[src/verilog/video_timing_pkg.sv]
// Raster timing defaults
// Geometry of the reduced test raster and the position counter width
`default_nettype none

package video_timing_pkg;

    // Horizontal geometry in pixel slots
    localparam int H_ACTIVE = 32;
    localparam int H_TOTAL  = 48;
    localparam int HS_START = 36;
    localparam int HS_END   = 40;

    // Vertical geometry in lines
    localparam int V_ACTIVE = 16;
    localparam int V_TOTAL  = 24;
    localparam int VS_START = 18;
    localparam int VS_END   = 20;

    // Width of hdump, vdump and vrender
    localparam int POS_W = 9;

endpackage

`default_nettype wire

[src/verilog/video_regs_pkg.sv]
// Video register map
// CPU port widths, register addresses, colour formats and graphics ROM sizes
`default_nettype none

package video_regs_pkg;

    // CPU write port
    localparam int REG_ADDR_W = 5;
    localparam int REG_DATA_W = 16;

    // Register addresses
    localparam logic [REG_ADDR_W-1:0] REG_HSCROLL  = 5'd0;
    localparam logic [REG_ADDR_W-1:0] REG_VSCROLL  = 5'd1;
    localparam logic [REG_ADDR_W-1:0] REG_CTRL     = 5'd2;
    localparam logic [REG_ADDR_W-1:0] REG_BACKDROP = 5'd3;
    localparam logic [REG_ADDR_W-1:0] PAL_BASE     = 5'd16;

    // Layer enable bit in REG_CTRL, bit 15 is reserved
    localparam int CTRL_LAYER_EN = 0;

    // Colour index and 4:4:4 palette entry, red in the top nibble
    localparam int PXL_W   = 4;
    localparam int COLOR_W = 12;
    localparam int CH_W    = 4;

    // Graphics ROM, 8 pixels per word
    localparam int ROM_ADDR_W = 9;
    localparam int ROM_DATA_W = 32;

endpackage

`default_nettype wire

[src/verilog/video_timing.sv]
// Raster timing generator
// Pixel and line counters with sync, blanking and a one-line look-ahead
`timescale 1ns/1ns
`default_nettype none

module video_timing #(
    parameter int H_ACTIVE = video_timing_pkg::H_ACTIVE,
    parameter int H_TOTAL  = video_timing_pkg::H_TOTAL,
    parameter int V_ACTIVE = video_timing_pkg::V_ACTIVE,
    parameter int V_TOTAL  = video_timing_pkg::V_TOTAL
) (
    input  logic                               clk,
    input  logic                               rst,
    input  logic                               pxl_cen,
    output logic [video_timing_pkg::POS_W-1:0] hdump,
    output logic [video_timing_pkg::POS_W-1:0] vdump,
    output logic [video_timing_pkg::POS_W-1:0] vrender,
    output logic                               HS,
    output logic                               VS,
    output logic                               HB,
    output logic                               VB,
    output logic                               line_start
);

    localparam int POS_W = video_timing_pkg::POS_W;

    logic h_last;
    logic v_last;

    assign h_last = hdump == POS_W'(H_TOTAL - 1);
    assign v_last = vdump == POS_W'(V_TOTAL - 1);

    always_ff @(posedge clk or posedge rst) begin
        if (rst) begin
            hdump <= '0;
            vdump <= '0;
        end else if (pxl_cen) begin
            if (h_last) begin
                hdump <= '0;
                vdump <= v_last ? '0 : vdump + 1'd1;
            end else begin
                hdump <= hdump + 1'd1;
            end
        end
    end

    // Line being fetched, one ahead of the line on screen
    assign vrender = v_last ? '0 : vdump + 1'd1;

    assign HB = hdump >= POS_W'(H_ACTIVE);
    assign VB = vdump >= POS_W'(V_ACTIVE);
    assign HS = hdump >= POS_W'(video_timing_pkg::HS_START)
             && hdump <  POS_W'(video_timing_pkg::HS_END);
    assign VS = vdump >= POS_W'(video_timing_pkg::VS_START)
             && vdump <  POS_W'(video_timing_pkg::VS_END);

    // One clk wide, on the enable that shows pixel 0
    assign line_start = pxl_cen && hdump == '0;

endmodule

`default_nettype wire

[src/verilog/video_mmr.sv]
// Video register block
// CPU-written scroll, control, backdrop and palette, scroll latched per frame
`timescale 1ns/1ns
`default_nettype none

module video_mmr (
    input  logic                                 clk,
    input  logic                                 rst,
    input  logic                                 pxl_cen,
    // CPU write port
    input  logic                                 reg_cs,
    input  logic [video_regs_pkg::REG_ADDR_W-1:0] reg_addr,
    input  logic [video_regs_pkg::REG_DATA_W-1:0] reg_data,
    // Raster position
    input  logic [video_timing_pkg::POS_W-1:0]   hdump,
    input  logic [video_timing_pkg::POS_W-1:0]   vdump,
    // Register outputs
    output logic [9:0]                           hscroll,
    output logic [9:0]                           vscroll,
    output logic                                 layer_en,
    output logic [video_regs_pkg::COLOR_W-1:0]   backdrop,
    // Palette read port
    input  logic [video_regs_pkg::PXL_W-1:0]     pal_rd_idx,
    output logic [video_regs_pkg::COLOR_W-1:0]   pal_rd_color
);

    localparam int PXL_W    = video_regs_pkg::PXL_W;
    localparam int COLOR_W  = video_regs_pkg::COLOR_W;
    localparam int PAL_SIZE = 2 ** PXL_W;

    logic [9:0]         hscroll_wr;
    logic [9:0]         vscroll_wr;
    logic               pal_we;
    logic               frame_start;
    logic [COLOR_W-1:0] pal_mem [PAL_SIZE];

    assign pal_we      = reg_cs && reg_addr >= video_regs_pkg::PAL_BASE;
    assign frame_start = pxl_cen && hdump == '0 && vdump == '0;

    always_ff @(posedge clk or posedge rst) begin
        if (rst) begin
            hscroll_wr <= '0;
            vscroll_wr <= '0;
            layer_en   <= 1'b0;
            backdrop   <= '0;
        end else if (reg_cs) begin
            case (reg_addr)
                video_regs_pkg::REG_HSCROLL:  hscroll_wr <= reg_data[9:0];
                video_regs_pkg::REG_VSCROLL:  vscroll_wr <= reg_data[9:0];
                video_regs_pkg::REG_CTRL:     layer_en <= reg_data[video_regs_pkg::CTRL_LAYER_EN];
                video_regs_pkg::REG_BACKDROP: backdrop <= reg_data[COLOR_W-1:0];
                default: ;
            endcase
        end
    end

    // Scroll in use only changes at the top of a frame
    always_ff @(posedge clk or posedge rst) begin
        if (rst) begin
            hscroll <= '0;
            vscroll <= '0;
        end else if (frame_start) begin
            hscroll <= hscroll_wr;
            vscroll <= vscroll_wr;
        end
    end

    always_ff @(posedge clk) begin
        if (pal_we) begin
            pal_mem[reg_addr[PXL_W-1:0]] <= reg_data[COLOR_W-1:0];
        end
    end

    assign pal_rd_color = pal_mem[pal_rd_idx];

endmodule

`default_nettype wire

[src/verilog/tile_scroll.sv]
// Scroll layer
// Fetches one ROM row segment per line into a ping-pong buffer and reads
// it back with the fine horizontal offset
`timescale 1ns/1ns
`default_nettype none

module tile_scroll #(
    parameter int H_ACTIVE = video_timing_pkg::H_ACTIVE
) (
    input  logic                                  clk,
    input  logic                                  rst,
    input  logic                                  pxl_cen,
    input  logic                                  line_start,
    input  logic [video_timing_pkg::POS_W-1:0]    vrender,
    input  logic [video_timing_pkg::POS_W-1:0]    hdump,
    input  logic [9:0]                            hscroll,
    input  logic [9:0]                            vscroll,
    // Graphics ROM
    output logic                                  rom_cs,
    output logic [video_regs_pkg::ROM_ADDR_W-1:0] rom_addr,
    input  logic [video_regs_pkg::ROM_DATA_W-1:0] rom_data,
    input  logic                                  rom_ok,
    output logic [video_regs_pkg::PXL_W-1:0]      pxl_index
);

    localparam int POS_W    = video_timing_pkg::POS_W;
    localparam int PXL_W    = video_regs_pkg::PXL_W;
    localparam int PIX_WORD = video_regs_pkg::ROM_DATA_W / PXL_W;
    // One spare word covers the fine scroll offset
    localparam int LINE_PX  = H_ACTIVE + PIX_WORD;
    localparam int IDX_W    = $clog2(LINE_PX);

    typedef enum logic [1:0] {
        IDLE,
        REQ,
        GAP
    } fetch_state_t;

    fetch_state_t     state;
    logic [5:0]       fetch_row;
    logic [2:0]       fetch_col;
    logic [IDX_W-1:0] wr_base;
    logic             front;
    logic             rd_half;
    logic [IDX_W-1:0] rd_pos;
    logic [PXL_W-1:0] line_buf [2][LINE_PX];

    assign rom_cs   = state == REQ;
    assign rom_addr = {fetch_row, fetch_col};

    // Fetch FSM, cs drops for a cycle between words
    always_ff @(posedge clk or posedge rst) begin
        if (rst) begin
            state     <= IDLE;
            fetch_row <= '0;
            fetch_col <= '0;
            wr_base   <= '0;
            front     <= 1'b0;
        end else if (line_start) begin
            front     <= ~front;
            fetch_row <= vrender[5:0] + vscroll[5:0];
            fetch_col <= hscroll[5:3];
            wr_base   <= '0;
            state     <= REQ;
        end else begin
            case (state)
                REQ: begin
                    if (rom_ok) begin
                        // Column wraps within the 64 pixel bitmap
                        fetch_col <= fetch_col + 1'd1;
                        wr_base   <= wr_base + IDX_W'(PIX_WORD);
                        state     <= wr_base == IDX_W'(LINE_PX - PIX_WORD) ? IDLE : GAP;
                    end
                end
                GAP:     state <= REQ;
                default: state <= IDLE;
            endcase
        end
    end

    // Unpack a ROM word into the back half
    always_ff @(posedge clk) begin
        if (rom_cs && rom_ok) begin
            for (int k = 0; k < PIX_WORD; k++) begin
                line_buf[~front][wr_base + IDX_W'(k)] <= rom_data[k*PXL_W +: PXL_W];
            end
        end
    end

    // Half swapped in by line_start is shown from that same enable
    assign rd_half = front ^ line_start;
    assign rd_pos  = hdump[IDX_W-1:0] + IDX_W'(hscroll[2:0]);

    always_ff @(posedge clk or posedge rst) begin
        if (rst) begin
            pxl_index <= '0;
        end else if (pxl_cen) begin
            if (hdump < POS_W'(H_ACTIVE)) begin
                pxl_index <= line_buf[rd_half][rd_pos];
            end else begin
                pxl_index <= '0;
            end
        end
    end

endmodule

`default_nettype wire

[src/verilog/video_colmix.sv]
// Colour mixer
// Backdrop for transparent pixels, palette lookup, 4:4:4 to 8:8:8 and blanking
`timescale 1ns/1ns
`default_nettype none

module video_colmix (
    input  logic                               clk,
    input  logic                               rst,
    input  logic                               pxl_cen,
    input  logic                               HB,
    input  logic                               VB,
    input  logic                               layer_en,
    input  logic [video_regs_pkg::PXL_W-1:0]   pxl_index,
    input  logic [video_regs_pkg::COLOR_W-1:0] backdrop,
    input  logic [video_regs_pkg::COLOR_W-1:0] pal_rd_color,
    output logic [video_regs_pkg::PXL_W-1:0]   pal_rd_idx,
    output logic [7:0]                         red,
    output logic [7:0]                         green,
    output logic [7:0]                         blue,
    output logic                               LHBL_dly,
    output logic                               LVBL_dly
);

    localparam int CH_W = video_regs_pkg::CH_W;

    logic                               hb_d;
    logic                               vb_d;
    logic [video_regs_pkg::COLOR_W-1:0] color;

    assign pal_rd_idx = pxl_index;
    // Index 0 is transparent
    assign color = (!layer_en || pxl_index == '0) ? backdrop : pal_rd_color;

    // Blanking delayed to meet the layer pixel
    always_ff @(posedge clk or posedge rst) begin
        if (rst) begin
            hb_d <= 1'b1;
            vb_d <= 1'b1;
        end else if (pxl_cen) begin
            hb_d <= HB;
            vb_d <= VB;
        end
    end

    always_ff @(posedge clk or posedge rst) begin
        if (rst) begin
            LHBL_dly <= 1'b0;
            LVBL_dly <= 1'b0;
            red      <= '0;
            green    <= '0;
            blue     <= '0;
        end else if (pxl_cen) begin
            LHBL_dly <= ~hb_d;
            LVBL_dly <= ~vb_d;
            if (hb_d || vb_d) begin
                red   <= '0;
                green <= '0;
                blue  <= '0;
            end else begin
                // Nibble repeated to fill the 8-bit channel
                red   <= {2{color[3*CH_W-1 -: CH_W]}};
                green <= {2{color[2*CH_W-1 -: CH_W]}};
                blue  <= {2{color[CH_W-1 -: CH_W]}};
            end
        end
    end

endmodule

`default_nettype wire

[src/verilog/video_top.sv]
// Video subsystem top level
// Raster timing, CPU registers, one scroll layer and the colour mixer
`timescale 1ns/1ns
`default_nettype none

module video_top #(
    parameter int H_ACTIVE = video_timing_pkg::H_ACTIVE,
    parameter int H_TOTAL  = video_timing_pkg::H_TOTAL,
    parameter int V_ACTIVE = video_timing_pkg::V_ACTIVE,
    parameter int V_TOTAL  = video_timing_pkg::V_TOTAL
) (
    input  logic                                  clk,
    input  logic                                  rst,
    input  logic                                  pxl_cen,
    // CPU write port
    input  logic                                  reg_cs,
    input  logic [video_regs_pkg::REG_ADDR_W-1:0] reg_addr,
    input  logic [video_regs_pkg::REG_DATA_W-1:0] reg_data,
    // Graphics ROM
    output logic                                  rom_cs,
    output logic [video_regs_pkg::ROM_ADDR_W-1:0] rom_addr,
    input  logic [video_regs_pkg::ROM_DATA_W-1:0] rom_data,
    input  logic                                  rom_ok,
    // Video out
    output logic                                  HS,
    output logic                                  VS,
    output logic                                  LHBL_dly,
    output logic                                  LVBL_dly,
    output logic [7:0]                            red,
    output logic [7:0]                            green,
    output logic [7:0]                            blue
);

    logic [video_timing_pkg::POS_W-1:0] hdump;
    logic [video_timing_pkg::POS_W-1:0] vdump;
    logic [video_timing_pkg::POS_W-1:0] vrender;
    logic                               HB;
    logic                               VB;
    logic                               line_start;
    logic [9:0]                         hscroll;
    logic [9:0]                         vscroll;
    logic                               layer_en;
    logic [video_regs_pkg::COLOR_W-1:0] backdrop;
    logic [video_regs_pkg::COLOR_W-1:0] pal_rd_color;
    logic [video_regs_pkg::PXL_W-1:0]   pal_rd_idx;
    logic [video_regs_pkg::PXL_W-1:0]   pxl_index;

    video_timing #(
        .H_ACTIVE (H_ACTIVE),
        .H_TOTAL  (H_TOTAL),
        .V_ACTIVE (V_ACTIVE),
        .V_TOTAL  (V_TOTAL)
    ) timing_i (
        .clk        (clk),
        .rst        (rst),
        .pxl_cen    (pxl_cen),
        .hdump      (hdump),
        .vdump      (vdump),
        .vrender    (vrender),
        .HS         (HS),
        .VS         (VS),
        .HB         (HB),
        .VB         (VB),
        .line_start (line_start)
    );

    video_mmr mmr_i (
        .clk          (clk),
        .rst          (rst),
        .pxl_cen      (pxl_cen),
        .reg_cs       (reg_cs),
        .reg_addr     (reg_addr),
        .reg_data     (reg_data),
        .hdump        (hdump),
        .vdump        (vdump),
        .hscroll      (hscroll),
        .vscroll      (vscroll),
        .layer_en     (layer_en),
        .backdrop     (backdrop),
        .pal_rd_idx   (pal_rd_idx),
        .pal_rd_color (pal_rd_color)
    );

    tile_scroll #(
        .H_ACTIVE (H_ACTIVE)
    ) scroll_i (
        .clk        (clk),
        .rst        (rst),
        .pxl_cen    (pxl_cen),
        .line_start (line_start),
        .vrender    (vrender),
        .hdump      (hdump),
        .hscroll    (hscroll),
        .vscroll    (vscroll),
        .rom_cs     (rom_cs),
        .rom_addr   (rom_addr),
        .rom_data   (rom_data),
        .rom_ok     (rom_ok),
        .pxl_index  (pxl_index)
    );

    video_colmix colmix_i (
        .clk          (clk),
        .rst          (rst),
        .pxl_cen      (pxl_cen),
        .HB           (HB),
        .VB           (VB),
        .layer_en     (layer_en),
        .pxl_index    (pxl_index),
        .backdrop     (backdrop),
        .pal_rd_color (pal_rd_color),
        .pal_rd_idx   (pal_rd_idx),
        .red          (red),
        .green        (green),
        .blue         (blue),
        .LHBL_dly     (LHBL_dly),
        .LVBL_dly     (LVBL_dly)
    );

endmodule

`default_nettype wire

[config.mk]
export PLATFORM = sky130hd
export DESIGN_NAME = video_top
export DESIGN_NICKNAME = d
export VERILOG_FILES = /design/src/verilog/video_timing_pkg.sv /design/src/verilog/video_regs_pkg.sv /design/src/verilog/video_timing.sv /design/src/verilog/video_mmr.sv /design/src/verilog/tile_scroll.sv /design/src/verilog/video_colmix.sv /design/src/verilog/video_top.sv
export SDC_FILE = /design/constraint.sdc
export NUM_CORES = 1
export LEC_CHECK = 0
export ABC_AREA = 1
export BUFFER_PORTS_ARGS = -buffer_cell sky130_fd_sc_hd__clkbuf_2
export CORE_MARGIN = 1
export CORE_UTILIZATION = 50
export CTS_CLUSTER_SIZE = 30
export DETAILED_ROUTE_END_ITERATION = 10
export GPL_TIMING_DRIVEN = 0
export PLACE_DENSITY = 0.66
export SYNTH_ARGS = -nofsm -noshare
export SYNTH_HDL_FRONTEND = slang
export SYNTH_HIERARCHICAL = 1
export SYNTH_SLANG_ARGS = --single-unit
[constraint.sdc]
create_clock -name clk -period 2.9 [get_ports clk]
set_clock_uncertainty 0.05 [all_clocks]
set_input_delay 0 -clock clk [delete_from_list [all_inputs] [get_ports clk]]
set_output_delay 0 -clock clk [all_outputs]
set_load 0.02 [all_outputs]
==> run_results.csv, run 1 <==
group,metric,value,unit
global_route,globalRoute.totalOverflow,0,
critical_path,timing.reg2reg.worst_path_depth,11,
floorplan,pin_count,96,
critical_path,worstPathArrival,3.32,ns
critical_path,setup.worst_path.start_class,"flip-flop",
sta,final_min_period_over_clock_period,97.6,%
detailed_routing,initialDrtViolationCount,2683,
detailed_routing,dr.pass1.iters,6,
floorplan,die-area,55900,um2
synth,ys_warn_count,6,
power,vdd_ir_drop_max,0.507,mV
clocking,cts-root-buf,"sky130_fd_sc_hd__clkbuf_16",
power,cellPowerDensity,864,nW/um2
synth,synthesis.nets,2861,
critical_path,critical_path_required,3.39,ns
clocking,cts_tree,"built",
synth,syn-instance-count,2785,
finish,layout.cells.most_common,"sky130_fd_sc_hd__nand2_1",
sta,final_hold_viol_count,0,
floorplan,coreArea,54000,um2
sta,maxSlewHeadroom,15.7,%
critical_path,crit_path_capture_type,"flip-flop",
global_route,grt_util_all_layers,30.3,%
power,leakage_power_of_the_design,13.4,nW
detailed_routing,drcViolationCount,0,
sta,finalMaxSlewViolations,0,
finish,drive_above_1_share,13.4,%
status,run_status,"finished, final reports clean",
place,dp.cells,3572,
finish,final_nets,3069,
finish,flow.area_growth_from_synthesis,15.7,%
clocking,clock_tree.htree_level_count,3,
place,place.detailed.hpwl,57500,um
critical_path,highest_fanout_seen_on_the_critical_path,10,
power,design_power_total,27.5,mW
detailed_routing,dr_total_vias,21500,
hold_path,worst_hold_path_type,"input port to async pin",
floorplan,starting_density_of_the_core,50.8,%
critical_path,worst-r2r-setup-slack,0.07,ns
sta,final_period_demand_of_the_worst_path,2.83,ns
finish,layout_common_cells,"sky130_fd_sc_hd__nand2_1, sky130_fd_sc_hd__edfxtp_1, sky130_fd_sc_hd__nand3_1, sky130_fd_sc_hd__inv_1, sky130_fd_sc_hd__o21ai_0",
sta,fin_hold_ws,0.0118,ns
detailed_routing,drt.antenna.violating_nets,0,
global_route,grt_pass1_vias,20600,
critical_path,setup.worst_path.class,"flip-flop to flip-flop",
clocking,clock-sinks,602,
global_route,initial_antenna_violation_count,3,
place,gpl.final_weighted_congestion,0.970,
detailed_routing,wl_per_cell,22.7,um
sta,fmaxAchievable,353,MHz
finish,finalNonFillerCells,3739,
clocking,clk_pin_slew_worst_paths,0.06,ns
floorplan,rows,85,
critical_path,crit-reg2reg-capture,"scroll_i/pxl_index[2]",
clocking,cts-buffers-inserted,66,
sta,tns,0,ns
critical_path,worst_r2r_startpoint,"timing_i/hdump[0]",
global_route,grt_max_degree,38,
clocking,insertion_delay,0.60,ns
synth,synthesis.area,27500,um2
synth,post_synth.cell_area_avg,9.86,um2
sta,tightest_slew,1.26,ns
global_route,grt_pass1_wl,125000,um
flow_run,drv.max_cap_violation_count,0,
clocking,ctsLongestPathBuffers,3,
sta,final-setup-viol-count,0,
detailed_routing,via_per_inst,5.74,
place,port-buffer-count,91,
detailed_routing,detail_route.wirelength,84800,um
floorplan,die_height,236,um
floorplan,die_x,236,um
timing repair:
item / CTS / global route
gates resized for setup: 41 / 89
setup endpoints to repair: 4 / 6
hold endpoints to repair: 373 / 0
cloned: 0 / 1
pin swaps: 1 / 25
setup buffers: 3 / 14
hold buffers: 31 / 0
flip-flops by register name (all words and copies together), names as in the netlist:
register	count
colmix_i/LVBL_dly	1
colmix_i/red	4
mmr_i/pal_mem	192
colmix_i/blue	4
mmr_i/layer_en	1
colmix_i/green	4
timing_i/hdump	9
mmr_i/hscroll_wr	6
mmr_i/vscroll_wr	6
scroll_i/front	1
scroll_i/pxl_index	4
scroll_i/fetch_col	3
mmr_i/vscroll	6
scroll_i/state	2
colmix_i/hb_d	1
mmr_i/backdrop	12
scroll_i/wr_base	3
timing_i/vdump	9
scroll_i/line_buf	320
colmix_i/LHBL_dly	1
colmix_i/vb_d	1
mmr_i/hscroll	6
scroll_i/fetch_row	6
worst max-delay path: stages, from the launching register on:
cell	delay, ns
sky130_fd_sc_hd__dfrtp_2	0.43
sky130_fd_sc_hd__ha_1	0.30
sky130_fd_sc_hd__buf_2	0.28
sky130_fd_sc_hd__buf_1	0.73
sky130_fd_sc_hd__o211ai_1	0.19
sky130_fd_sc_hd__nand3_1	0.14
sky130_fd_sc_hd__nand3_1	0.14
sky130_fd_sc_hd__nand3_1	0.16
sky130_fd_sc_hd__nand3_1	0.10
sky130_fd_sc_hd__nand2_1	0.10
sky130_fd_sc_hd__nand2_1	0.09
sky130_fd_sc_hd__nand2_1	0.06
stage by stage:
| step | cell area [um2] | util [%] | setup slack [ns] |
|---|---|---|---|
| 2_1_floorplan | 27500 | - | 0.521 |
| 3_3_place_gp | 28800 | 53.3 | -0.673 |
| 3_5_place_dp | 28800 | 53.3 | -0.738 |
| 4_1_cts | 31400 | 58.1 | 0.00422 |
| 5_1_grt | 31800 | 58.8 | -0.0337 |
| 6_report | 31800 | 58.8 | 0.0695 |
metal layers:
layer,wire length [um],global-route usage [%],vias up
li1,-,-,9708
met1,33300,41.5,10300
met2,38300,46.4,1215
met3,9640,6.83,219
met4,3590,13.3,0
met5,0,0,-
power by group:
part | internal [mW] | switching, mW | total [mW]
clock | 4.75 | 3.42 | 8.17
sequential | 9.70 | 0.253 | 9.95
combinational | 2.76 | 6.57 | 9.33
area by class of cell:
type                       instances  area [um2]
fill                            4517       22300
sequential                       602       17600
multi-input combinational       1715        8090
clock buffer                      84        1790
inverter                         296        1110
buffer                           173        1060
timing repair buffer             139         906
tap                              696         871
clock inverter                    33         305
antenna                            1        2.50
worst max-delay path by stage:
stage / start / to / cells past startpoint
after global placement: timing_i/hdump[0] / scroll_i/pxl_index[3] / 12
after global routing: timing_i/hdump[8] / scroll_i/pxl_index[1] / 24
after CTS: timing_i/hdump[7] / scroll_i/pxl_index[3] / 22
final: timing_i/hdump[0] / scroll_i/pxl_index[2] / 11
after floorplan: timing_i/hdump[0] / scroll_i/pxl_index[2] / 14
after detailed placement: timing_i/hdump[0] / scroll_i/pxl_index[3] / 12
(Power assumes the default switching activity.)
==> run 2: changes to the inputs <==
RECOVER_POWER = 25   (was not set)
==> run 2 against run 1 <==
Register-to-register slack barely moved. Critical path depth did not move. Sequential power barely moved. Combinational power barely moved. Worst hold slack improved by 0.0059 ns. Wire length barely moved. Final area barely moved. Non-clock buffer count did not move.
==> run_results.csv, run 2 (synthesis results as in run 1) <==
group,metric,value,unit
finish,multi_input_area,8090,um2
sta,fmaxAchievable,352,MHz
floorplan,coreArea,54000,um2
detailed_routing,via_per_inst,5.73,
floorplan,die_x,236,um
finish,layout.cells.most_common,"sky130_fd_sc_hd__nand2_1",
power,design_power_total,27.4,mW
finish,largest_register,"scroll_i/line_buf",
sta,finalMaxSlewViolations,0,
power,vdd_ir_drop_max,0.507,mV
power,cellPowerDensity,864,nW/um2
detailed_routing,dr_total_vias,21500,
global_route,grt_max_degree,38,
clocking,clock_tree.htree_level_count,3,
clocking,insertion_delay,0.60,ns
place,place.detailed.hpwl,57500,um
clocking,cts-buffers-inserted,66,
floorplan,die-area,55900,um2
detailed_routing,detail_route.wirelength,84800,um
clocking,clock-sinks,602,
floorplan,die_height,236,um
floorplan,starting_density_of_the_core,50.8,%
finish,layout_common_cells,"sky130_fd_sc_hd__nand2_1, sky130_fd_sc_hd__edfxtp_1, sky130_fd_sc_hd__nand3_1, sky130_fd_sc_hd__inv_1, sky130_fd_sc_hd__o21ai_0",
global_route,globalRoute.totalOverflow,0,
sta,tns,0,ns
global_route,initial_antenna_violation_count,3,
detailed_routing,drcViolationCount,0,
sta,tightest_slew,1.42,ns
critical_path,crit_path_capture_type,"flip-flop",
detailed_routing,dr.pass1.iters,9,
floorplan,pin_count,96,
sta,final-setup-viol-count,0,
critical_path,timing.reg2reg.worst_path_depth,11,
clocking,cts_tree,"built",
global_route,grt_pass1_wl,125000,um
critical_path,setup.worst_path.start_class,"flip-flop",
finish,fill_cells,4526,
place,gpl.final_weighted_congestion,0.970,
critical_path,crit-reg2reg-capture,"scroll_i/pxl_index[2]",
finish,largest_register_ffs,320,
critical_path,worst-r2r-setup-slack,0.06,ns
detailed_routing,drt.antenna.violating_nets,0,
clocking,ctsLongestPathBuffers,3,
flow_run,drv.max_cap_violation_count,0,
global_route,grt_util_all_layers,30.3,%
place,port-buffer-count,91,
critical_path,critical_path_required,3.39,ns
sta,maxSlewHeadroom,5.52,%
sta,final_hold_viol_count,0,
finish,flow.area_growth_from_synthesis,15.6,%
critical_path,setup.worst_path.class,"flip-flop to flip-flop",
critical_path,worst_r2r_startpoint,"timing_i/hdump[0]",
floorplan,rows,85,
clocking,clk_pin_slew_worst_paths,0.06,ns
sta,final_min_period_over_clock_period,97.9,%
place,dp.cells,3572,
detailed_routing,initialDrtViolationCount,2673,
finish,sequential_area,17600,um2
status,run_status,"finished, final reports clean",
critical_path,worstPathArrival,3.33,ns
power,leakage_power_of_the_design,13.3,nW
critical_path,highest_fanout_seen_on_the_critical_path,10,
sta,final_period_demand_of_the_worst_path,2.84,ns
finish,drive_above_1_share,12.8,%
global_route,grt_pass1_vias,20600,
finish,final_nets,3069,
finish,finalNonFillerCells,3744,
hold_path,worst_hold_path_type,"input port to async pin",
detailed_routing,wl_per_cell,22.6,um
clocking,cts-root-buf,"sky130_fd_sc_hd__clkbuf_16",
-- run 2: cell count changes in the layout (fill, tap and decap cells not counted) --
cell / change
sky130_fd_sc_hd__inv_1: +1
sky130_fd_sc_hd__diode_2: +5
sky130_fd_sc_hd__inv_2: -1
sky130_fd_sc_hd__clkbuf_1: +17
sky130_fd_sc_hd__clkbuf_2: -17
-- run 2: timing repair --
item | in CTS | in global routing
setup buffers | 3 | 14
resized for setup | 41 | 89
cloned | 0 | 1
hold buffers | 31 | 0
pin swaps | 1 | 25
hold endpoints to repair | 373 | 0
setup endpoints to repair | 4 | 6
-- run 2: where the power goes --
part,internal [mW],switching [mW],total (mW),leakage (nW)
Combinational,2.76,6.57,9.33,6.52
Sequential,9.70,0.252,9.95,5.79
Clock,4.75,3.42,8.17,1.03
-- run 2: through the flow --
stage                     hold WS [ns]  worst slack, ns  instance area, um2  util (%)
final                           0.0177           0.0596               31800      58.8
after global routing            0.0306          -0.0337               31700      58.8
after CTS                     0.000669          0.00422               31400      58.1
after detailed placement        0.0839           -0.738               28800      53.3
after global placement          0.0728           -0.673               28800      53.3
after floorplan                 -0.138            0.521               27500         -
-- run 2: metal layers --
metal  track usage [%]  part of all wire [%]  vias to the layer above
li1                  -                     -                     9713
met1              41.5                    39                    10300
met2              46.4                    45                     1240
met3              6.83                    11                      215
met4              13.3                   4.2                        0
met5                 0                     0                        -
-- run 2: how the worst max path moves through the flow --
stage                           start                     to  slack (ns)  cells after the start
floorplan           timing_i/hdump[0]  scroll_i/pxl_index[2]        0.52                     14
global placement    timing_i/hdump[0]  scroll_i/pxl_index[3]       -0.67                     12
detailed placement  timing_i/hdump[0]  scroll_i/pxl_index[3]       -0.74                     12
CTS                 timing_i/hdump[7]  scroll_i/pxl_index[3]       0.004                     22
global route        timing_i/hdump[8]  scroll_i/pxl_index[1]       -0.03                     24
finish              timing_i/hdump[0]  scroll_i/pxl_index[2]        0.06                     11
-- run 2: layout make-up --
class / count / area share [%]
flip-flops and latches: 602 / 55.5
multi-input cells: 1715 / 25.5
clock buffers: 84 / 5.64
inverters: 296 / 3.51
plain buffers: 173 / 3.33
repair buffers: 139 / 2.79
well taps: 696 / 2.74
clock inverters: 33 / 0.961
diodes: 6 / 0.0473
-- run 2: critical path, stage by stage (launching register included) --
cell and delay (ns):
sky130_fd_sc_hd__dfrtp_2 0.43, sky130_fd_sc_hd__ha_1 0.30, sky130_fd_sc_hd__buf_2 0.29, sky130_fd_sc_hd__buf_1 0.74
sky130_fd_sc_hd__o211ai_1 0.18, sky130_fd_sc_hd__nand3_1 0.14, sky130_fd_sc_hd__nand3_1 0.13, sky130_fd_sc_hd__nand3_1 0.16
sky130_fd_sc_hd__nand3_1 0.10, sky130_fd_sc_hd__nand2_1 0.10, sky130_fd_sc_hd__nand2_1 0.09, sky130_fd_sc_hd__nand2_1 0.06
